--- src/arcade_pkg.sv ---
`default_nettype none

package arcade_pkg;

	// rom byte-address widths
	localparam int cpu_rom_aw = 15; // 32k main program
	localparam int snd_rom_aw = 13; // 8k sound program

	localparam logic [24:0] snd_base = 25'h10000; // sound region in the download map

	// download regions, region_none bytes are dropped
	typedef enum logic [1:0] {
		region_cpu,
		region_snd,
		region_none
	} rom_region_t;

	// ps/2 set 2 scan codes
	localparam logic [7:0] key_up     = 8'h75;
	localparam logic [7:0] key_down   = 8'h72;
	localparam logic [7:0] key_left   = 8'h6B;
	localparam logic [7:0] key_right  = 8'h74;
	localparam logic [7:0] key_coin   = 8'h76; // esc
	localparam logic [7:0] key_start1 = 8'h05; // f1
	localparam logic [7:0] key_start2 = 8'h06; // f2
	localparam logic [7:0] key_fire2  = 8'h11; // alt
	localparam logic [7:0] key_fire1  = 8'h29; // space

	// configuration register map
	localparam logic [1:0] reg_ctrl   = 2'd0;
	localparam logic [1:0] reg_video  = 2'd1;
	localparam logic [1:0] reg_status = 2'd2; // read only

endpackage

`default_nettype wire

--- src/option_regs.sv ---
`timescale 1ns/1ps
`default_nettype none

module option_regs (
	input  wire        clock_48,
	input  wire        arst_n,
	input  wire        cfg_wr,
	input  wire [1:0]  cfg_addr,
	input  wire [7:0]  cfg_wdata,
	output logic [7:0] cfg_rdata,
	input  wire        download,
	input  wire        rom_loaded,
	input  wire        button_reset,
	output logic       rotate,
	output logic [1:0] scanlines,
	output logic       core_reset
);
	import arcade_pkg::*;

	logic soft_reset;

	always_ff @(posedge clock_48 or negedge arst_n) begin
		if (!arst_n) begin
			soft_reset <= 1'b0;
			rotate     <= 1'b0;
			scanlines  <= 2'd0;
		end else if (cfg_wr) begin
			case (cfg_addr)
				reg_ctrl: begin
					soft_reset <= cfg_wdata[0];
					rotate     <= cfg_wdata[1];
				end
				reg_video: scanlines <= cfg_wdata[1:0];
				default: ; // status is read only
			endcase
		end
	end

	// core held in reset until a complete rom is in place
	always_ff @(posedge clock_48 or negedge arst_n) begin
		if (!arst_n)
			core_reset <= 1'b1;
		else
			core_reset <= soft_reset | button_reset | download | ~rom_loaded;
	end

	always_comb begin
		case (cfg_addr)
			reg_ctrl:   cfg_rdata = {6'd0, rotate, soft_reset};
			reg_video:  cfg_rdata = {6'd0, scanlines};
			reg_status: cfg_rdata = {6'd0, core_reset, rom_loaded};
			default:    cfg_rdata = 8'h00;
		endcase
	end

endmodule

`default_nettype wire

--- config.mk ---
export PLATFORM = sky130hd
export DESIGN_NAME = option_regs
export DESIGN_NICKNAME = d
export VERILOG_FILES = /design/src/arcade_pkg.sv /design/src/option_regs.sv
export SDC_FILE = /design/constraint.sdc
export NUM_CORES = 1
export LEC_CHECK = 0
export BUFFER_PORTS_ARGS = -buffer_cell sky130_fd_sc_hd__clkbuf_2
export CORE_AREA = 2 2 39 41
export CTS_BUF_LIST = sky130_fd_sc_hd__clkbuf_8
export DETAILED_ROUTE_END_ITERATION = 7
export DIE_AREA = 0 0 41 43
export GPL_TIMING_DRIVEN = 0
export MAX_ROUTING_LAYER = met4
export PLACE_DENSITY = 0.66
export SYNTH_ARGS = -nofsm -noshare
export SYNTH_HDL_FRONTEND = slang
export SYNTH_SLANG_ARGS = --single-unit
--- constraint.sdc ---
create_clock -name clock_48 -period 0.9 [get_ports clock_48]
set_input_delay 0.09 -clock clock_48 [delete_from_list [all_inputs] [get_ports clock_48]]
set_output_delay 0.09 -clock clock_48 [all_outputs]
set_load 0.05 [all_outputs]
# Word level (Yosys, flattened, before mapping)
# Index checks and enable logic that the tools add are counted.
[totals] reg_bits=5 inputBits=16
[op_classes] eq_ne=2 n_mux=1 bitwise_logic=4 n_reduce_logical=3
[ops] cell="$pmux W2 S3" n=1
[ops] cell="$reduce_and A2 Y1" n=2
[ops] cell="$or A1 B1 Y1" n=3
[ops] cell="$eq A2 B1 Y1 const B" n=1
[ops] cell="$eq A2 B2 Y1 const B" n=1
[ops] cell="$logic_not A2 Y1" n=1
[ops] cell="$not A1 Y1" n=1

# Depth between registers and ports, before layout
[logic_depth] ltp_word=3 ltp_mapped=2 ltp_nobuf=2

# Worst setup path before layout
# OpenSTA, ideal clock, no wires.
[synth_timing] kind="register -> output" startpoint="reg scanlines[0]" endpoint="out cfg_rdata[0]" arrival_time_ns=1.552 setup_slack_ns=-0.742 stages_incl_launch_ff=3 path_cell_list="dfrtp_1 > mux2i_1 > o2bb2ai_1"
[synth_via] elab_chain_len=1
[synth_lines] element="start, declared" line="option_regs.sv:15" rtl="output logic [1:0] scanlines,"
[synth_lines] element="start signal, assigned" line="option_regs.sv:33" rtl="reg_video: scanlines <= cfg_wdata[1:0];"
[synth_lines] element="$pmux W2 S3" line="option_regs.sv:48" rtl="case (cfg_addr)"
[synth_lines] element="end, declared" line="option_regs.sv:10" rtl="output logic [7:0] cfg_rdata,"
# Every way passes these cells.

# Final worst setup path
# Same ends and word-level chain as after synthesis.

==> key figures <==
Yosys
  • Commonest cells in the netlist: buf_4 (6), dfrtp_1 (4)
  • Sequential share of the synthesized area: 0.4208
  • Number of flops mapped to enable cells by yosys: 0
  • Most frequent cell after synthesis: buf_4
  • Ys async rst share: 1.000
  • Post-Syn Area: 300.3 sq um
  • Synth warn: 0
  • Top cell type's share of synthesized area: 0.3333
  • Avg Inst Size Synth: 12.51 sq um
  • Biggest area consumer among synthesized cells: dfrtp_1
  • Synth unique cells: 12
  • Largest cells by area after synthesis: dfrtp_1 (33%), buf_4 (15%), dfstp_2 (8.8%)
  • Seq cells post-synth: 5
  • Mapped Cells: 24
  • Top_reg_cell synth: dfrtp_1

Placed design
  • Hpwl dp: 530.8 um
  • Port bufs: 15
  • Final Wtd Congestion: 0.5758
  • Pre-CTS WS: -0.1213 ns

Min path
  • Hold Crit Class: input port to flop

Global routing
  • Global-route wire length before repair: 986 um
  • Pin count of the biggest net entering global routing: 6
  • Met2 Use GR: 0.1563
  • Initial antenna violation count: 0
  • Gr ovfl total: 0
  • M1 GR Usage: 0.07120
  • All-Layer GR Usage: 0.09278
  • Vias in the first global route: 249
  • GR peak layer: met2
  • Met3 usage: 0.04712

Pwr
  • PwrDens: 2042 nW/um^2
  • Comb power frac: 0.445
  • Reg power frac: 0.243
  • Sw frac: 0.3491
  • Internal power: 0.8247 mW
  • Clock network power share: 0.312
  • Maximum VDD drop: 707.2 uV
  • Net Sw Power: 0.4423 mW
  • Overall Power: 1.267 mW
  • Leak Pwr: 0.3005 nW

Layout
  • Layout Nets: 68
  • Fill count: 135
  • Multi-input logic area: 209.0 sq um
  • Reg area: 130.1 sq um
  • Area grow syn2layout: 106.7%
  • Final design utilization: 0.4485
  • ANT cells: 0
  • Share of cells above drive strength 1: 0.8039

Clocking
  • H-tree level count: 1
  • Root buf cell: clkbuf_8
  • CTS max path bufs: 2
  • TritonCTS clock tree: yes
  • Clk sinks: 5
  • Clock Pin Slew Worst Setup and Hold Paths: 0.04 ns
  • Worst-skew pair later-pin latency: 0.22 ns
  • Total CTS buffers: 3

Die
  • Die ar.: 1763 sq um
  • Chip Height: 43 um
  • Total core area: 1384 sq um
  • Initial Util: 0.2170
  • # IOs: 28
  • Cell row count: 14
  • Chip width: 41 um

Timing
  • RSZ-0062 raised after global routing: true
  • Max-slew violations: 0
  • Final min period: 1.143 ns
  • WHS: 0.07173 ns
  • Worst Skew: 0.00003073 ns
  • Setup TNS: -0.9718 ns
  • Fmax: 874.9 MHz
  • Crit share post-route: 1.270
  • Final Hold Fails: 0
  • Smallest setup slack after layout: -0.2430 ns
  • Final setup violation count: 9

Outcome
  • Status: finished with violations
  • Violated checks: setup timing

Critical path
  • Crit path max fanout: 2
  • Crit. End Element: primary output
  • Setup crit end: cfg_rdata[0]
  • Crit Path Class: flop to primary output
  • Worst reg2reg path startpoint: soft_reset
  • Critical path origin: scanlines[0]
  • Worst endpoint required time: 0.81 ns
  • Worst setup SP type: flop
  • Critical Path AT: 1.05 ns
  • Reg2reg path depth: 1
  • Worst reg2reg path endpoint: core_reset
  • R2R Setup Slk: -0.09 ns

Route
  • Avg Vias per Cell: 3.851
  • Pre-antenna DRT Iters: 2
  • DRC Markers: 0
  • ANT nets after route: 0
  • Post-Route WL: 687 um
  • DR iter-0 viols: 3
  • WL per Instance: 10.25 um
  • Routed vias: 258

Job
  • Max Cap Viol: 0
power by group through the flow:
stage / clock, mW / combinational (mW) / sequential [mW]
global route: 0.428 / 0.589 / 0.313
global placement: 0 / 0.408 / 0.307
finish: 0.395 / 0.563 / 0.308
detailed placement: 0 / 0.411 / 0.310
CTS: 0.409 / 0.548 / 0.310
floorplan: 0 / 0.230 / 0.399
worst max-delay path, stage by stage, from the launching register on:
cell,delay (ns)
dfrtp_2,0.40
mux2i_2,0.20
o2bb2ai_4,0.08
buf_8,0.15
timing repair:
item | in CTS | in global routing
hold endpoints to repair | 5 | 0
gates resized for setup | 15 | 3
hold buffers | 1 | 0
pin swaps | 1 | 1
endpoints found under the setup margin | 7 | 9
setup buffers | 2 | 0
cell type report:
class / instances / share of cell area
Buffer: 6 / 0.07258
Clock buffer: 3 / 0.06653
Clock inverter: 1 / 0.006048
Multi-Input combinational cell: 18 / 0.3367
Sequential cell: 5 / 0.2097
Tap cell: 16 / 0.03226
Timing Repair Buffer: 18 / 0.2762
registers in the layout (all words and copies together) (netlist names):
register	flops
core_reset	1
rotate	1
scanlines	2
soft_reset	1
placed cells by master (no fill, tap or decap):
| master | synthesis | layout |
|---|---|---|
| inv_1 | 0 | 1 |
| mux2_2 | 2 | 2 |
| dfrtp_2 | 0 | 3 |
| clkbuf_16 | 0 | 1 |
| dfrtp_1 | 4 | 1 |
| buf_8 | 0 | 3 |
| clkbuf_2 | 0 | 9 |
| buf_4 | 6 | 7 |
| and2b_2 | 1 | 1 |
| nand3b_2 | 1 | 1 |
| dfstp_2 | 1 | 1 |
| clkbuf_8 | 0 | 5 |
| mux2i_4 | 0 | 1 |
| buf_6 | 0 | 1 |
| or4b_1 | 1 | 1 |
| mux2_4 | 0 | 2 |
| dlygate4sd3_1 | 0 | 1 |
| nor3b_2 | 1 | 1 |
| conb_1 | 1 | 6 |
| mux2i_2 | 0 | 1 |
| o2bb2ai_4 | 0 | 2 |
per-stage QoR:
stage | area [sq um] | instances
floorplan | 375.4 | 29
global placement | 470.5 | 60
detailed placement | 470.5 | 60
CTS | 616.8 | 67
global route | 620.6 | 67
finish | 620.6 | 67
logic make-up after synthesis:
| group | Yosys count | share of synthesized area |
|---|---|---|
| AO/OA/AOI/OAI | 2 | 0.05834 |
| AND/OR/NAND/NOR | 4 | 0.1417 |
| flip-flops | 5 | 0.4209 |
| buffers and inverters | 6 | 0.1500 |
| other | 1 | 0.01249 |
| multiplexers | 6 | 0.2167 |
metal layers:
metal / share of wire / routed length (um) / vias up
li1: - / - / 127
met1: 0.33 / 226 / 115
met2: 0.56 / 386 / 16
met3: 0.11 / 74 / 0
met4: 0 / 0 / 0
met5: 0 / 0 / -
how the worst min path moves through the flow:
stage / startpoint / to / slack (ns) / cells past startpoint
2_1_floorplan: arst_n / rotate / -0.21 / 0
3_3_place_gp: arst_n / soft_reset / -0.09 / 1
3_5_place_dp: arst_n / soft_reset / -0.09 / 1
4_1_cts: download / core_reset / 0.07 / 2
5_1_grt: download / core_reset / 0.07 / 2
6_report: download / core_reset / 0.07 / 2
Power figures use the tool's default switching activity.
