[src/arcade_pkg.sv]
`default_nettype none

package arcade_pkg;

	// rom byte-address widths
	localparam int cpu_rom_aw = 15; // 32k main program
	localparam int snd_rom_aw = 13; // 8k sound program

	localparam logic [24:0] snd_base = 25'h10000; // sound region in the download map

	// download regions, region_none bytes are dropped
	typedef enum logic [1:0] {
		region_cpu,
		region_snd,
		region_none
	} rom_region_t;

	// ps/2 set 2 scan codes
	localparam logic [7:0] key_up     = 8'h75;
	localparam logic [7:0] key_down   = 8'h72;
	localparam logic [7:0] key_left   = 8'h6B;
	localparam logic [7:0] key_right  = 8'h74;
	localparam logic [7:0] key_coin   = 8'h76; // esc
	localparam logic [7:0] key_start1 = 8'h05; // f1
	localparam logic [7:0] key_start2 = 8'h06; // f2
	localparam logic [7:0] key_fire2  = 8'h11; // alt
	localparam logic [7:0] key_fire1  = 8'h29; // space

	// configuration register map
	localparam logic [1:0] reg_ctrl   = 2'd0;
	localparam logic [1:0] reg_video  = 2'd1;
	localparam logic [1:0] reg_status = 2'd2; // read only

endpackage

`default_nettype wire

[src/control_mapper.sv]
`timescale 1ns/1ps
`default_nettype none

module control_mapper (
	input  wire        clock_48,
	input  wire        arst_n,
	input  wire        key_strobe,
	input  wire        key_pressed,
	input  wire [7:0]  key_code,
	input  wire [5:0]  joystick_0, // {fire2, fire1, up, down, left, right}
	input  wire [5:0]  joystick_1,
	input  wire        rotate,
	output logic [5:0] inp0,
	output logic [5:0] inp1,
	output logic [2:0] inp2
);
	import arcade_pkg::*;

	// keyboard button state
	logic btn_up;
	logic btn_down;
	logic btn_left;
	logic btn_right;
	logic btn_fire1;
	logic btn_fire2;
	logic btn_coin;
	logic btn_start1;
	logic btn_start2;

	// merged directions before rotation
	logic d_up;
	logic d_down;
	logic d_left;
	logic d_right;

	// game view
	logic m_up;
	logic m_down;
	logic m_left;
	logic m_right;
	logic m_fire1;
	logic m_fire2;

	always_ff @(posedge clock_48 or negedge arst_n) begin
		if (!arst_n) begin
			btn_up     <= 1'b0;
			btn_down   <= 1'b0;
			btn_left   <= 1'b0;
			btn_right  <= 1'b0;
			btn_fire1  <= 1'b0;
			btn_fire2  <= 1'b0;
			btn_coin   <= 1'b0;
			btn_start1 <= 1'b0;
			btn_start2 <= 1'b0;
		end else if (key_strobe) begin
			case (key_code)
				key_up:     btn_up     <= key_pressed;
				key_down:   btn_down   <= key_pressed;
				key_left:   btn_left   <= key_pressed;
				key_right:  btn_right  <= key_pressed;
				key_fire1:  btn_fire1  <= key_pressed;
				key_fire2:  btn_fire2  <= key_pressed;
				key_coin:   btn_coin   <= key_pressed;
				key_start1: btn_start1 <= key_pressed;
				key_start2: btn_start2 <= key_pressed;
				default: ; // unknown code
			endcase
		end
	end

	assign d_right = btn_right | joystick_0[0] | joystick_1[0];
	assign d_left  = btn_left  | joystick_0[1] | joystick_1[1];
	assign d_down  = btn_down  | joystick_0[2] | joystick_1[2];
	assign d_up    = btn_up    | joystick_0[3] | joystick_1[3];
	assign m_fire1 = btn_fire1 | joystick_0[4] | joystick_1[4];
	assign m_fire2 = btn_fire2 | joystick_0[5] | joystick_1[5];

	// rotated cabinet, screen turned a quarter
	assign m_up    = rotate ? d_left  : d_up;
	assign m_down  = rotate ? d_right : d_down;
	assign m_left  = rotate ? d_down  : d_left;
	assign m_right = rotate ? d_up    : d_right;

	assign inp0 = {m_fire2, m_fire1, m_left, m_down, m_right, m_up};
	assign inp1 = inp0; // both players share the controls
	assign inp2 = {btn_coin, btn_start2, btn_start1};

endmodule

`default_nettype wire

[config.mk]
export PLATFORM = sky130hd
export DESIGN_NAME = control_mapper
export DESIGN_NICKNAME = d
export VERILOG_FILES = /design/src/arcade_pkg.sv /design/src/control_mapper.sv
export SDC_FILE = /design/constraint.sdc
export NUM_CORES = 1
export LEC_CHECK = 0
export ABC_AREA = 1
export BUFFER_PORTS_ARGS = -buffer_cell sky130_fd_sc_hd__buf_4
export CELL_PAD_IN_SITES_DETAIL_PLACEMENT = 0
export CELL_PAD_IN_SITES_GLOBAL_PLACEMENT = 2
export CORE_MARGIN = 5
export CORE_UTILIZATION = 23
export CTS_BUF_LIST = sky130_fd_sc_hd__clkbuf_4 sky130_fd_sc_hd__clkbuf_8 sky130_fd_sc_hd__clkbuf_16
export CTS_CLUSTER_DIAMETER = 40
export DETAILED_ROUTE_END_ITERATION = 12
export PLACE_DENSITY = 0.9
export SETUP_SLACK_MARGIN = 0.4
export SYNTH_ARGS = -nofsm -noshare
export SYNTH_HDL_FRONTEND = slang
export SYNTH_SLANG_ARGS = --single-unit
export TNS_END_PERCENT = 20
[constraint.sdc]
create_clock -name clock_48 -period 2.2 [get_ports clock_48]
set_input_delay 0.44 -clock clock_48 [delete_from_list [all_inputs] [get_ports clock_48]]
set_output_delay 0.44 -clock clock_48 [all_outputs]
set_load 0.02 [all_outputs]
**Yosys cells after proc, flatten, opt, wreduce, memory -nomap -nowiden**

Index checks and enable logic that the tools add are counted.

- Input bits: 25
- Word-level logic and storage cells: 43
- Output and inout port bits: 15
- Flip-flop bits (word level): 9

- Bitwise gates (word level): 12
- Eq/ne operators: 9
- Muxes and demuxes: 4
- Reduce and logical (&&, ||, !) cells: 9

Operator list:

| operator | number |
|---|---|
| $eq A8 B7 Y1 const B | 5 |
| $reduce_and A2 Y1 | 9 |
| $eq A8 B3 Y1 const B | 2 |
| $or A1 B1 Y1 | 12 |
| $eq A8 B5 Y1 const B | 1 |
| $eq A8 B6 Y1 const B | 1 |
| $mux W1 | 4 |

**Logic depth before layout (Yosys ltp)**

- Word-level depth: 3
- Depth in mapped cells: 6
- Depth with buffers taken out: 6

**Least setup slack after synthesis**

OpenSTA, ideal clock, no wires.

- Path type: input-to-output
- Start: input port rotate
- End: output port inp0[0]
- Stages: 4
- Path buffers: 2
- Data required time: 1.760 ns
- Slack: 0.751 ns
- Arrival: 1.009 ns
- Cells stage by stage: clkbuf_1 -> nor2_1 -> a21oi_1 -> buf_4

- Longest elaborated chain between the ends: 1

RTL lines:

| item | line | source |
|---|---|---|
| start, declared | control_mapper.sv:12 | `input wire rotate,` |
| $mux W1 | control_mapper.sv:79 | `assign m_up = rotate ? d_left : d_up;` |
| end, declared | control_mapper.sv:13 | `output logic [5:0] inp0,` |

Every way passes these cells.

**Worst setup path in the final report**

- Start: register btn_left
- End: output port inp1[3]

- Longest elaborated chain between the ends: 3

RTL lines:

| item | line | source |
|---|---|---|
| start, declared | control_mapper.sv:22 | `logic btn_left;` |
| start signal, assigned | control_mapper.sv:59 | `key_left: btn_left <= key_pressed;` |
| $or A1 B1 Y1 (2 in series) | control_mapper.sv:72 | `assign d_left = btn_left \| joystick_0[1] \| joystick_1[1];` |
| $mux W1 | control_mapper.sv:81 | `assign m_left = rotate ? d_down : d_left;` |
| end, declared | control_mapper.sv:14 | `output logic [5:0] inp1,` |

Every way passes these cells.

==> flow_metrics.env <==
export IMPL_h_tree_depth=1
export IMPL_core_um2=3280
export IMPL_synth_nets=145
export IMPL_drt_total_wl_um=1820
export IMPL_finalCritPeriodShare_pct=74.7
export IMPL_hp_class="register to register"
export IMPL_yosys_area_share_simple_pct=46.5
export IMPL_cts_resized=0
export IMPL_max_cap_viol_count=0
export IMPL_multi_input_area_um2=374
export IMPL_row_count=21
export IMPL_antenna_cells=0
export IMPL_place_ws_ns=0.670
export IMPL_area_delta_synth_final_pct=34.8
export IMPL_fp_dieW_um=67.6
export IMPL_grt_start_max_net_pins=15
export IMPL_hold_viol_final=0
export IMPL_wl_per_cell_um=9.49
export IMPL_layout_nets=172
export IMPL_worstSetupPathType="register to output pin"
export IMPL_vias=757
export IMPL_ys_seq_area_share_pct=29.6
export IMPL_syn_instance_count=120
export IMPL_cp_end_kind="output pin"
export IMPL_io_buffers=39
export IMPL_outcome="completed"
export IMPL_crit_chain="nor3_1 -> o21ai_0 -> buf_4"
export IMPL_cellPowerDensity_nw_per_um2=442
export IMPL_muxShareOfSynthArea_pct=0
export IMPL_synth_area_um2=762
export IMPL_slew_headroom_pct=80.9
export IMPL_synth_fa_ha_area_share_pct=0
export IMPL_insertion_delay_ns=0.25
export IMPL_grt_use_total_pct=8.21
export IMPL_setup_tns_ns=0
export IMPL_cp_max_fo=2
export IMPL_synth_compound_area_share_pct=2.63
export IMPL_post_cts_buffers=0
export IMPL_drtAntennaViolNets=0
export IMPL_arrival_ns=1.20
export IMPL_antenna_found_initial=0
export IMPL_setup_viol=0
export IMPL_drc=0
export IMPL_fmax_ghz=0.609
export IMPL_cts_buffer_depth=2
export IMPL_cts_tree="built"
export IMPL_die_area_um2=4560
export IMPL_p_total_w=0.000454
export IMPL_drive_above_1_share_pct=34.2
export IMPL_start_util_pct=23.2
export IMPL_first_iter_violations=25
export IMPL_crit_slowest_cell="dfrtp_1"
export IMPL_cts_root_buf="clkbuf_4"
export IMPL_gp_congestion=0.698
export IMPL_overflow=0
export IMPL_max_slew_worst_pin_slew_ns=0.283
export IMPL_yosys_warnings=0
export IMPL_synth_xor_area_share_pct=0
export IMPL_drt_pass1_iter_count=4
export IMPL_slew_viol_final=0
export IMPL_critical_path_max_stage_delay_ns=0.38
export IMPL_required_ns=1.76
export IMPL_ir_drop_v=0.0000873
export IMPL_cts_sinks=9
export IMPL_die_y_um=67.6
export IMPL_fin_worst_skew_ns=0
export IMPL_ys_ff_latch=9
export IMPL_numCtsBuffers=3
export IMPL_rsz0062_at_grt="false"
export IMPL_grt_pass1_wl_um=2950
export IMPL_fin_crit_ns=1.64
export IMPL_num_fill_cells=360
export IMPL_ff_latch_area_um2=225
export IMPL_synth_top_family_by_area="simple AND/OR/NAND/NOR gates"
export IMPL_via_per_inst=3.94
export IMPL_ys_types=18
export IMPL_dpl_hpwl_um=1560
export IMPL_startpoint_type="register"
export IMPL_clk_pin_slew_ns=0.06
export IMPL_setup_ws_ns=0.557
export IMPL_ios=40
export IMPL_p_leak_nw=0.543
export IMPL_syn_avg_cell_area_um2=6.35
export IMPL_grt_pass1_vias=705
[registers in the layout, summed over array words and instances (netlist names)]
signal      flops
btn_start1      1
btn_up          1
btn_down        1
btn_fire1       1
btn_start2      1
btn_coin        1
btn_right       1
btn_fire2       1
btn_left        1
[layer usage]
metal  part of all wire, %  routed length, µm  GRT usage, %
met5                     0                  0             0
met4                     0                  0          4.56
met3                    11                206          1.16
met2                    46                832          13.0
met1                    43                785          10.6
[worst paths after layout]
| kind | start | end | slack, ns | cells after the start |
|---|---|---|---|---|
| worst max-delay path | btn_left$_DFFE_PN0P_ | inp1[3] | 0.56 | 3 |
| worst min-delay path | btn_down$_DFFE_PN0P_ | btn_down$_DFFE_PN0P_ | 0.47 | 2 |
| worst max register to register | btn_start2$_DFFE_PN0P_ | btn_start2$_DFFE_PN0P_ | 1.60 | 2 |
| worst min register to register | btn_down$_DFFE_PN0P_ | btn_down$_DFFE_PN0P_ | 0.47 | 2 |
| max in group asynchronous | arst_n | btn_down$_DFFE_PN0P_ | 1.52 | 2 |
| min in group asynchronous | arst_n | btn_start1$_DFFE_PN0P_ | 0.54 | 2 |
[synthesized netlist by cell type]
cell type | number | share of area (%)
nand3_1 | 13 | 8.5
buf_2 | 1 | 0.66
inv_2 | 1 | 0.49
dfrtp_1 | 9 | 30
nand2_1 | 37 | 18
buf_4 | 15 | 15
nor2_2 | 3 | 2.5
or3_1 | 2 | 1.6
o21ai_0 | 2 | 1.3
nand4_1 | 4 | 3.3
nand2_2 | 1 | 0.82
nor2_4 | 1 | 1.5
nor3_1 | 2 | 1.3
nor3_2 | 1 | 1.3
a21oi_1 | 2 | 1.3
clkbuf_1 | 2 | 0.99
nor2_1 | 15 | 7.4
inv_1 | 9 | 4.4
[layout make-up]
type	count	area share (%)
flip-flops and latches	9	21.9
multi-input cells	83	36.4
well taps	46	5.60
repair buffers	40	29.5
clock buffers	4	2.92
inverters	10	3.65
[worst max-delay path, delay by kind of cell (launching register included)]
family / cells / cell delay, ns
compound gates: 1 / 0.16
buf+inv: 1 / 0.19
flops: 1 / 0.38
simple gates: 1 / 0.22
[what timing repair did]
action | 4_1_cts | 5_1_grt
endpoints found under the setup margin | 0 | 0
endpoints found under the hold margin | 9 | 0
hold buffers | 1 | 0
[where the power goes]
| group | leakage [nW] | internal (W) | switching, W |
|---|---|---|---|
| sequential | 0.124 | 0.000173 | 0.00000427 |
| combinational | 0.401 | 0.0000645 | 0.0000757 |
| clock | 0.0184 | 0.0000820 | 0.0000540 |
[cell usage in the layout (no fill, tap or decap)]
master,n
nor2_1,15
inv_2,1
dfrtp_1,9
nor2_2,3
a21oi_1,2
nand4_1,4
nor3_1,2
nor2_4,1
buf_4,39
inv_1,9
clkbuf_4,4
nor3_2,1
nand2_1,37
dlygate4sd3_1,1
or3_1,2
nand2_2,1
o21ai_0,2
nand3_1,13
[kinds of logic after synthesis]
family	count (synthesis)
compound gates	4
flops	9
buf+inv	28
simple gates	79
[through the flow]
step	cells	cell area, µm²	hold WS (ns)	utilization, %
2_1_floorplan	120	762	0.144	-
3_3_place_gp	187	987	0.267	30.1
5_1_grt	192	1030	0.483	31.3
4_1_cts	192	1030	0.477	31.3
3_5_place_dp	187	987	0.274	30.1
6_report	192	1030	0.468	31.3
No activity file was read; power rests on OpenSTA's default activity.
