==> src/video_out.sv <==
`timescale 1ns/1ps
`default_nettype none

module video_out (
	input  wire        clock_48,
	input  wire        arst_n,
	input  wire [2:0]  r,
	input  wire [2:0]  g,
	input  wire [1:0]  b,
	input  wire        hblank,
	input  wire        vblank,
	input  wire        hsync,
	input  wire        vsync,
	input  wire        vpos_odd,
	input  wire [1:0]  scanlines,
	output logic [5:0] vga_r,
	output logic [5:0] vga_g,
	output logic [5:0] vga_b,
	output logic       vga_hs,
	output logic       vga_vs
);

	logic       blank;
	logic [1:0] level;
	logic [5:0] r6;
	logic [5:0] g6;
	logic [5:0] b6;

	// v - v*s/4, s = 0..3
	function automatic logic [5:0] dim(input logic [5:0] v, input logic [1:0] s);
		logic [7:0] prod;
		prod = {2'b00, v} * {6'd0, s};
		return v - prod[7:2];
	endfunction

	assign blank = hblank | vblank;
	assign level = vpos_odd ? scanlines : 2'd0; // even lines stay bright

	// bit replication to 6 bits
	assign r6 = blank ? 6'd0 : {r, r};
	assign g6 = blank ? 6'd0 : {g, g};
	assign b6 = blank ? 6'd0 : {b, b, b};

	always_ff @(posedge clock_48 or negedge arst_n) begin
		if (!arst_n) begin
			vga_r  <= 6'd0;
			vga_g  <= 6'd0;
			vga_b  <= 6'd0;
			vga_hs <= 1'b0;
			vga_vs <= 1'b0;
		end else begin
			vga_r  <= dim(r6, level);
			vga_g  <= dim(g6, level);
			vga_b  <= dim(b6, level);
			vga_hs <= hsync; // keep sync aligned with colour
			vga_vs <= vsync;
		end
	end

endmodule

`default_nettype wire
==> config.mk <==
export PLATFORM = sky130hd
export DESIGN_NAME = video_out
export DESIGN_NICKNAME = d
export VERILOG_FILES = /design/src/video_out.sv
export SDC_FILE = /design/constraint.sdc
export NUM_CORES = 1
export LEC_CHECK = 0
export BUFFER_PORTS_ARGS = -buffer_cell sky130_fd_sc_hd__buf_2
export CAP_MARGIN = 20
export CELL_PAD_IN_SITES_DETAIL_PLACEMENT = 1
export CELL_PAD_IN_SITES_GLOBAL_PLACEMENT = 1
export CORE_UTILIZATION = 41
export CTS_BUF_LIST = sky130_fd_sc_hd__clkbuf_16
export CTS_CLUSTER_DIAMETER = 120
export DETAILED_ROUTE_END_ITERATION = 7
export PLACE_DENSITY_LB_ADDON = 0.1
export SETUP_SLACK_MARGIN = 0.15
export SLEW_MARGIN = 5
export SYNTH_ARGS = -nofsm -noshare
export SYNTH_HDL_FRONTEND = slang
export SYNTH_SLANG_ARGS = --single-unit
==> constraint.sdc <==
create_clock -name clock_48 -period 1.15 [get_ports clock_48]
set_clock_uncertainty 0.05 [all_clocks]
set_input_delay 0.345 -clock clock_48 [delete_from_list [all_inputs] [get_ports clock_48]]
set_output_delay 0.345 -clock clock_48 [all_outputs]
set_load 0.01 [all_outputs]
==> results of run 1 <==
logic make-up after synthesis:
logic type                 share of synthesized area
AOI/OAI and AO/OA                              0.173
buffers and inverters                         0.0799
xor gates and xnor gates                       0.120
adders and majority gates                      0.203
DFF                                            0.285
muxes                                        0.00571
and+or+nand+nor                                0.133
stage by stage:
stage	hold WS [ns]	util	cell area (sq um)	setup TNS (ns)
3_5_place_dp	0.274	0.649	2630	-28.41
3_3_place_gp	0.248	0.649	2630	-25.95
2_1_floorplan	-0.000591	-	1980	-23.39
==> summary.json, run 1 <==
{
  "place": {
    "dpl_worst_slack_ns": -1.99,
    "gp_routability_congestion": 0.818,
    "place_inst": 347,
    "place.port_buffers": 36,
    "place.detailed.hpwl_um": 5400
  },
  "clocking": {
    "cts_inserted_buffers": 3,
    "root_buffer": "sky130_fd_sc_hd__clkbuf_16",
    "tritoncts_num_sinks": 20,
    "ctsHtreeMaxLevel": 1,
    "cts-root-to-sink-buffers": 2,
    "post_cts_resized": 80,
    "post-cts-setup-buffers": 13,
    "cts.hold.buffers_added": 0
  },
  "yosys": {
    "synth.ff_latch_count": 20,
    "synth_top_cell_area_share": 0.285,
    "number_of_synthesized_flops_with_an_enable_pin": 0,
    "synth.lib_cells_used.distinct": 35,
    "yosysMostFrequentCell": "sky130_fd_sc_hd__inv_1",
    "synth_top_cells_by_area": "sky130_fd_sc_hd__dfrtp_1 (29%), sky130_fd_sc_hd__ha_1 (16%), sky130_fd_sc_hd__xnor2_1 (8.5%), sky130_fd_sc_hd__inv_1 (5.6%), sky130_fd_sc_hd__fa_1 (4.6%)",
    "syn_avg_cell_area_sq_um": 8.56,
    "mappedNetlistNets": 248,
    "top_reg_cell_synth": "sky130_fd_sc_hd__dfrtp_1",
    "netlist_top_cells_count": "sky130_fd_sc_hd__inv_1 (26), sky130_fd_sc_hd__ha_1 (22), sky130_fd_sc_hd__dfrtp_1 (20)",
    "synthesis.area_sq_mm": 0.00175,
    "seq_area_frac_synth": 0.285,
    "post_synth_inst_count": 205,
    "netlist.top_cell.by_area": "sky130_fd_sc_hd__dfrtp_1",
    "asyncSetResetFlopFracSynth": 1.00,
    "yosysWarningCount": 0
  },
  "die": {
    "dieWidth_um": 67.4,
    "floorplan.die.height_um": 67.4,
    "initial_core_util": 0.432,
    "floorplan.io_pins": 37,
    "std_cell_rows": 23
  },
  "outcome": {
    "error_message": "[ERROR DPL-0033] detailed placement checks failed during check placement.",
    "outcome": "did not finish",
    "outcome.stop_stage": "clock tree synthesis (4_1_cts)"
  }
}
==> inputs of run 2 (changes only) <==
==> config.mk (replaced) <==
export PLATFORM = sky130hd
export DESIGN_NAME = video_out
export DESIGN_NICKNAME = d
export VERILOG_FILES = /design/src/video_out.sv
export SDC_FILE = /design/constraint.sdc
export NUM_CORES = 1
export LEC_CHECK = 0
export BUFFER_PORTS_ARGS = -buffer_cell sky130_fd_sc_hd__buf_2
export CAP_MARGIN = 20
export CORE_UTILIZATION = 26
export DETAILED_ROUTE_END_ITERATION = 7
export PLACE_DENSITY_LB_ADDON = 0.15
export SLEW_MARGIN = 5
export SYNTH_ARGS = -nofsm -noshare
export SYNTH_HDL_FRONTEND = slang
export SYNTH_SLANG_ARGS = --single-unit
==> summary.json, run 2 <==
{
  "layout": {
    "final.fill_count": 601,
    "multi_input_gate_area_in_the_final_layout_sq_mm": 0.00155,
    "design_area_sq_mm": 0.00305,
    "commonest_non_fill_non_tap_cells_in_the_layout": "sky130_fd_sc_hd__buf_4 (65), sky130_fd_sc_hd__buf_2 (34), sky130_fd_sc_hd__dfrtp_1 (20)",
    "final_layout_size_suffix_gt1_frac": 0.591,
    "largestRegisters": "vga_b x6, vga_g x6, vga_r x6",
    "layout.cells.most_common": "sky130_fd_sc_hd__buf_4",
    "num_antenna_cells": 0,
    "finish.net_count": 353,
    "filler_free_cell_count_of_the_finished_design": 385,
    "ff_latch_area_sq_um": 500,
    "area.growth.synth_to_final_pct": 74.1,
    "final_util": 0.476
  },
  "yosys": {
    "synth.lib_cells_used.distinct": {"value": 35, "change": "unchanged"},
    "yosysWarningCount": {"value": 0, "change": "unchanged"},
    "asyncSetResetFlopFracSynth": {"value": 1.00, "change": "unchanged"},
    "synth.ff_latch_count": {"value": 20, "change": "unchanged"},
    "post_synth_inst_count": {"value": 205, "change": "unchanged"},
    "seq_area_frac_synth": {"value": 0.285, "change": "unchanged"},
    "top_reg_cell_synth": "sky130_fd_sc_hd__dfrtp_1",
    "yosysMostFrequentCell": "sky130_fd_sc_hd__inv_1",
    "netlist_top_cells_count": "sky130_fd_sc_hd__inv_1 (26), sky130_fd_sc_hd__ha_1 (22), sky130_fd_sc_hd__dfrtp_1 (20)",
    "syn_avg_cell_area": {"value": 8.56, "unit": "sq um", "change": "unchanged"},
    "netlist.top_cell.by_area": "sky130_fd_sc_hd__dfrtp_1",
    "number_of_synthesized_flops_with_an_enable_pin": {"value": 0, "change": "unchanged"},
    "synth_top_cell_area_share": {"value": 0.285, "change": "unchanged"},
    "synthesis.area": {"value": 0.00175, "unit": "sq mm", "change": "unchanged"},
    "mappedNetlistNets": {"value": 248, "change": "unchanged"},
    "synth_top_cells_by_area": "sky130_fd_sc_hd__dfrtp_1 (29%), sky130_fd_sc_hd__ha_1 (16%), sky130_fd_sc_hd__xnor2_1 (8.5%), sky130_fd_sc_hd__inv_1 (5.6%), sky130_fd_sc_hd__fa_1 (4.6%)"
  },
  "sta": {
    "post-route-period-util": 2.29,
    "setup_viol_count_final": 19,
    "finalWorstSetupSlack_ns": -1.48,
    "slew-limit-headroom": 0.695,
    "worst-slew-pin-transition_ns": 0.457,
    "rsz0062_at_grt": "true",
    "slew_viol_final": 0,
    "hold_violations": 0,
    "fmax_mhz": 380,
    "finalWorstPathRequiredPeriod_ns": 2.63
  },
  "setup_path": {
    "worst_setup_path_start": "vblank",
    "timing.critical_path.arrival_ns": 2.77,
    "worst-setup-path-type": "in -> reg",
    "end_kind": "flop",
    "endpoint_of_the_most_critical_setup_path": "vga_g[5]",
    "timing.critical_path.from_type": "input port",
    "critical_path.max_fanout": 6,
    "timing.critical_path.required_ns": 1.28
  },
  "outcome": {
    "outcome": "finished with violations",
    "violations": "design-rule violations, negative setup slack"
  },
  "detailed_routing": {
    "drt-wirelength-per-cell_um": 12.3,
    "drt-initial-drc-count": 79,
    "met1Wirelength_um": 2360,
    "highest_layer": "met4",
    "route.met3.wl_um": 139,
    "antenna_left": 0,
    "wl_met2_um": 2200,
    "drc": 10,
    "route.detailed.vias_per_inst": 4.45,
    "via_count": 1714,
    "totalWireLength_um": 4740,
    "drtPass1Iterations": 6
  },
  "grt": {
    "grt_pass1_wl_um": 7920,
    "overall_routing_resource_usage": 0.137,
    "antenna_found_initial": 0,
    "grt_max_degree": 21,
    "first_global_vias": 1714,
    "globalRoute.totalOverflow": 0
  },
  "clocking": {
    "tritoncts_num_sinks": {"value": 20, "change": "unchanged"},
    "cts-root-to-sink-buffers": {"value": 2, "change": "unchanged"},
    "cts_inserted_buffers": {"value": 3, "change": "unchanged"},
    "root_buffer": "sky130_fd_sc_hd__clkbuf_8",
    "path_clk_slew_ns": 0.07,
    "ctsHtreeMaxLevel": {"value": 1, "change": "unchanged"},
    "tritoncts": "yes"
  },
  "die": {
    "std_cell_rows": {"value": 29, "change": "+26%"},
    "initial_core_util": {"value": 0.273, "change": "-0.159"},
    "area_enclosed_by_the_die_boundary_sq_mm": 0.00708,
    "floorplan.die.height": {"value": 84.1, "unit": "um", "change": "+25%"},
    "dieWidth": {"value": 84.1, "unit": "um", "change": "+25%"},
    "floorplan.io_pins": {"value": 37, "change": "unchanged"},
    "core_region_area_sq_mm": 0.00642
  },
  "place": {
    "place_inst": {"value": 373, "change": "+7.5%"},
    "place.port_buffers": {"value": 36, "change": "unchanged"},
    "gp_routability_congestion": {"value": 0.836, "change": "+2.2%"},
    "place.detailed.hpwl": {"value": 3700, "unit": "um", "change": "-31%"},
    "dpl-instance-area": {"value": 0.00266, "unit": "sq mm", "change": "+1.0%"}
  },
  "min_path": {
    "min_delay_path_depth": 1,
    "hold_path_class": "in -> reg"
  },
  "power_and_ir_drop": {
    "peakVddDrop_mv": 0.220,
    "report.power.total_mw": 2.10,
    "power.static_leakage_nw": 1.53,
    "power.density_cell_area_mw_per_mm2": 689
  },
  "job": {
    "max_cap_viol_count": 0
  }
}
## run 2: cell counts after synthesis
No cell type changed its count.
## run 2: stage by stage
stage	hold WS, ns	setup WS [ns]	setup TNS (ns)
floorplan	-0.000591	-1.60	-23.39
global placement	0.272	-1.75	-26.10
detailed placement	0.284	-1.78	-26.27
CTS	0.134	-1.43	-19.96
global route	0.131	-1.61	-22.36
finish	0.143	-1.48	-20.05
## run 2: final cells by class
class                      count  share of cell area
multi-input combinational    151               0.506
timing repair buffer         108               0.252
sequential                    20               0.164
inverter                      26              0.0328
tap                           77              0.0315
clock buffer                   3              0.0135
## run 2: what timing repair did
action	in CTS	in global routing
hold buffers	1	0
resized for setup	39	26
pin swaps	41	26
endpoints found under the hold margin	2	0
setup buffers	6	4
endpoints found under the setup margin	26	37
## run 2: worst min-delay path by stage
| stage | slack [ns] | start | to |
|---|---|---|---|
| after global routing | 0.13 | hsync | vga_hs |
| after detailed placement | 0.28 | arst_n | vga_r[4] |
| after floorplan | -0.0006 | arst_n | vga_b[0] |
| final | 0.14 | hsync | vga_hs |
| after CTS | 0.13 | hsync | vga_hs |
| after global placement | 0.27 | arst_n | vga_r[4] |
## run 2: logic make-up after synthesis
group,Yosys count,synth area share
AND/OR/NAND/NOR,52,0.133
AO/OA/AOI/OAI,48,0.173
buffers and inverters,34,0.0799
adder cells (fa/ha/maj),26,0.203
XOR/XNOR,24,0.120
flip-flops,20,0.285
multiplexers,1,0.00571
## run 2: worst max-delay path: stages
cell and delay [ns]:
sky130_fd_sc_hd__buf_8 0.10, sky130_fd_sc_hd__nor2_4 0.12, sky130_fd_sc_hd__buf_12 0.15, sky130_fd_sc_hd__nand2_8 0.06, sky130_fd_sc_hd__nor2_4 0.12, sky130_fd_sc_hd__ha_4 0.16, sky130_fd_sc_hd__inv_4 0.04, sky130_fd_sc_hd__fa_2 0.39
sky130_fd_sc_hd__buf_6 0.14, sky130_fd_sc_hd__nor2b_1 0.11, sky130_fd_sc_hd__o21ai_1 0.07, sky130_fd_sc_hd__nand2_1 0.12, sky130_fd_sc_hd__xnor2_2 0.09, sky130_fd_sc_hd__ha_1 0.33, sky130_fd_sc_hd__a21o_1 0.18, sky130_fd_sc_hd__a21oi_2 0.14
sky130_fd_sc_hd__xnor2_1 0.12
## run 2: layer usage
| layer | vias to the layer above | global-route usage |
|---|---|---|
| met3 | 4 | 0.0108 |
| met2 | 35 | 0.226 |
| met4 | 0 | 0.0329 |
| met1 | 782 | 0.196 |
| li1 | 893 | - |
| met5 | - | 0 |
## run 2: report_power, final
group / internal [mW] / switching (mW) / leakage, nW / total, mW
combinational: 0.431 / 0.400 / 1.25 / 0.831
clock: 0.233 / 0.226 / 0.0216 / 0.459
sequential: 0.796 / 0.0173 / 0.252 / 0.814
total: 1.46 / 0.644 / 1.53 / 2.10
No activity file was read; power rests on OpenSTA's default activity.
==> inputs of run 3 (changes only) <==
--- a/config.mk
+++ b/config.mk
@@ -7,8 +7,9 @@
 export LEC_CHECK = 0
 export BUFFER_PORTS_ARGS = -buffer_cell sky130_fd_sc_hd__buf_2
 export CAP_MARGIN = 20
-export CORE_UTILIZATION = 26
+export CORE_AREA = 2 2 63 65
 export DETAILED_ROUTE_END_ITERATION = 7
+export DIE_AREA = 0 0 65 67
 export PLACE_DENSITY_LB_ADDON = 0.15
 export SLEW_MARGIN = 5
 export SYNTH_ARGS = -nofsm -noshare
==> summary.json, run 3 (synthesized netlist as in run 2, its figures left out) <==
{
  "setup_path": {
    "end_kind": "flop",
    "timing.critical_path.from_type": "input port",
    "critical_path.max_fanout": {"value": 7, "change": "+1"},
    "timing.critical_path.arrival": {"value": 2.78, "unit": "ns", "change": "about the same"},
    "timing.critical_path.required": {"value": 1.28, "unit": "ns", "change": "about the same"},
    "worst-setup-path-type": "in -> reg"
  },
  "layout": {
    "largestRegisters": "vga_b x6, vga_g x6, vga_r x6",
    "layout.cells.most_common": "sky130_fd_sc_hd__buf_4",
    "num_antenna_cells": {"value": 0, "change": "unchanged"},
    "design_area": {"value": 0.00306, "unit": "sq mm", "change": "about the same"},
    "finish.net_count": {"value": 356, "change": "+0.85%"},
    "final_util": {"value": 0.848, "change": "+0.372"},
    "final_layout_size_suffix_gt1_frac": {"value": 0.614, "change": "+0.0232"},
    "final.fill_count": {"value": 194, "change": "-68%"},
    "filler_free_cell_count_of_the_finished_design": {"value": 359, "change": "-6.8%"},
    "area.growth.synth_to_final": {"value": 74.3, "unit": "%", "change": "about the same"},
    "commonest_non_fill_non_tap_cells_in_the_layout": "sky130_fd_sc_hd__buf_4 (64), sky130_fd_sc_hd__buf_2 (33), sky130_fd_sc_hd__dfrtp_1 (20)"
  },
  "sta": {
    "hold_violations": {"value": 0, "change": "unchanged"},
    "min_hold_slack": {"value": 0.157, "unit": "ns", "change": "+0.0147 ns"},
    "setup_viol_count_final": {"value": 20, "change": "+1"},
    "finalWorstPathRequiredPeriod": {"value": 2.65, "unit": "ns", "change": "+0.0163 ns"},
    "fmax": {"value": 378, "unit": "MHz", "change": "-0.62%"},
    "rsz0062_at_grt": "true",
    "worst-slew-pin-transition": {"value": 0.411, "unit": "ns", "change": "-0.0460 ns"},
    "slew-limit-headroom": {"value": 0.726, "change": "+0.0307"},
    "slew_viol_final": {"value": 0, "change": "unchanged"},
    "finalWorstSetupSlack": {"value": -1.50, "unit": "ns", "change": "-0.0163 ns"},
    "post-route-period-util": {"value": 2.30, "change": "+0.0142"}
  },
  "detailed_routing": {
    "drc": {"value": 0, "change": "-10"},
    "antenna_left": {"value": 0, "change": "unchanged"},
    "totalWireLength": {"value": 5090, "unit": "um", "change": "+7.4%"},
    "via_count": {"value": 1810, "change": "+5.6%"},
    "drt-initial-drc-count": {"value": 66, "change": "-16%"},
    "drt-wirelength-per-cell": {"value": 14.2, "unit": "um", "change": "+15%"},
    "route.detailed.vias_per_inst": {"value": 5.04, "change": "+13%"},
    "drtPass1Iterations": {"value": 4, "change": "-2"}
  },
  "min_path": {
    "min_to": "vga_hs",
    "worstHoldStart": "hsync",
    "min_delay_path_depth": {"value": 1, "change": "unchanged"},
    "hold_path_class": "in -> reg"
  },
  "place": {
    "dpl-instance-area": {"value": 0.00257, "unit": "sq mm", "change": "-3.2%"},
    "gp_routability_congestion": {"value": 0.816, "change": "-2.3%"},
    "place.detailed.hpwl": {"value": 3410, "unit": "um", "change": "-7.9%"},
    "place_inst": {"value": 339, "change": "-9.1%"},
    "place.port_buffers": {"value": 36, "change": "unchanged"}
  },
  "outcome": {
    "violations": "negative setup slack",
    "outcome": "finished with violations"
  },
  "die": {
    "floorplan.die.height": {"value": 67, "unit": "um", "change": "-20%"},
    "dieWidth": {"value": 65, "unit": "um", "change": "-23%"},
    "area_enclosed_by_the_die_boundary": {"value": 0.00436, "unit": "sq mm", "change": "-38%"},
    "std_cell_rows": {"value": 22, "change": "-24%"},
    "floorplan.io_pins": {"value": 37, "change": "unchanged"},
    "core_region_area": {"value": 0.00361, "unit": "sq mm", "change": "-44%"},
    "initial_core_util": {"value": 0.486, "change": "+0.213"}
  },
  "power_and_ir_drop": {
    "peakVddDrop": {"value": 0.357, "unit": "mV", "change": "+63%"},
    "power.density_cell_area": {"value": 690, "unit": "mW/mm^2", "change": "+0.20%"},
    "report.power.total": {"value": 2.11, "unit": "mW", "change": "+0.28%"},
    "power.static_leakage": {"value": 1.53, "unit": "nW", "change": "+0.58%"}
  },
  "clocking": {
    "cts-root-to-sink-buffers": {"value": 2, "change": "unchanged"},
    "ctsHtreeMaxLevel": {"value": 1, "change": "unchanged"},
    "tritoncts_num_sinks": {"value": 20, "change": "unchanged"},
    "path_clk_slew": {"value": 0.07, "unit": "ns", "change": "about the same"},
    "tritoncts": "yes",
    "root_buffer": "sky130_fd_sc_hd__clkbuf_8",
    "cts_inserted_buffers": {"value": 3, "change": "unchanged"}
  },
  "grt": {
    "overall_routing_resource_usage": {"value": 0.234, "change": "+0.0969"},
    "first_global_vias": {"value": 1793, "change": "+4.6%"},
    "globalRoute.totalOverflow": {"value": 0, "change": "unchanged"},
    "antenna_found_initial": {"value": 0, "change": "unchanged"},
    "grt_max_degree": {"value": 21, "change": "unchanged"},
    "grt_pass1_wl": {"value": 7760, "unit": "um", "change": "-2.1%"}
  },
  "job": {
    "max_cap_viol_count": {"value": 0, "change": "unchanged"}
  }
}
## run 3: metrics by stage
stage | setup slack (ns) | TNS [ns]
after floorplan | -1.60 | -23.39
after global placement | -1.80 | -25.84
after detailed placement | -1.81 | -26.28
after CTS | -1.45 | -20.13
after global routing | -1.64 | -22.55
final | -1.50 | -20.88
## run 3: per-layer routing
metal,vias up,track usage,routed length [um]
met5,-,0,0
met4,0,0.0931,108
met3,8,0.0270,206
met2,59,0.438,2620
met1,838,0.271,2160
li1,905,-,-
## run 3: timing repair
action                                  CTS  global route
buffers inserted                         12             8
pin swaps                                30            37
endpoints found under the setup margin   19            34
resized for setup                        42            34
hold endpoints to repair                 20             0
hold buffers                              1             0
## run 3: cell type report
| type | instances | area [sq um] | area share |
|---|---|---|---|
| inverter | 26 | 100 | 0.0327 |
| timing repair buffer | 111 | 802 | 0.262 |
| sequential | 20 | 500 | 0.164 |
| tap | 48 | 60.1 | 0.0196 |
| multi-input combinational | 151 | 1550 | 0.508 |
| clock buffer | 3 | 41.3 | 0.0135 |
## run 3: how the worst max path moves through the flow
stage | startpoint | endpoint | slack, ns | depth (start not counted)
2_1_floorplan | vblank | vga_b[4] | -1.60 | 16
3_3_place_gp | vblank | vga_g[5] | -1.80 | 17
3_5_place_dp | vblank | vga_g[5] | -1.81 | 17
4_1_cts | hblank | vga_g[5] | -1.45 | 17
5_1_grt | hblank | vga_r[5] | -1.64 | 17
6_report | hblank | vga_r[5] | -1.50 | 17
## run 3: power by group
group | total, mW | switching [mW] | internal, mW | leakage [nW]
Clock | 0.432 | 0.200 | 0.233 | 0.0216
Combinational | 0.859 | 0.421 | 0.439 | 1.26
Sequential | 0.818 | 0.0203 | 0.798 | 0.252
## run 3: worst max-delay path, stage by stage
cell,delay (ns)
sky130_fd_sc_hd__buf_6,0.10
sky130_fd_sc_hd__nor2_4,0.13
sky130_fd_sc_hd__buf_6,0.16
sky130_fd_sc_hd__nand2_4,0.06
sky130_fd_sc_hd__nor2_2,0.10
sky130_fd_sc_hd__ha_2,0.20
sky130_fd_sc_hd__inv_2,0.05
sky130_fd_sc_hd__fa_2,0.37
sky130_fd_sc_hd__xnor2_2,0.19
sky130_fd_sc_hd__inv_1,0.09
sky130_fd_sc_hd__ha_4,0.21
sky130_fd_sc_hd__nor2b_4,0.12
sky130_fd_sc_hd__o21ai_1,0.13
sky130_fd_sc_hd__nand2b_1,0.09
sky130_fd_sc_hd__a21o_1,0.17
sky130_fd_sc_hd__a21oi_2,0.13
sky130_fd_sc_hd__xnor2_1,0.13
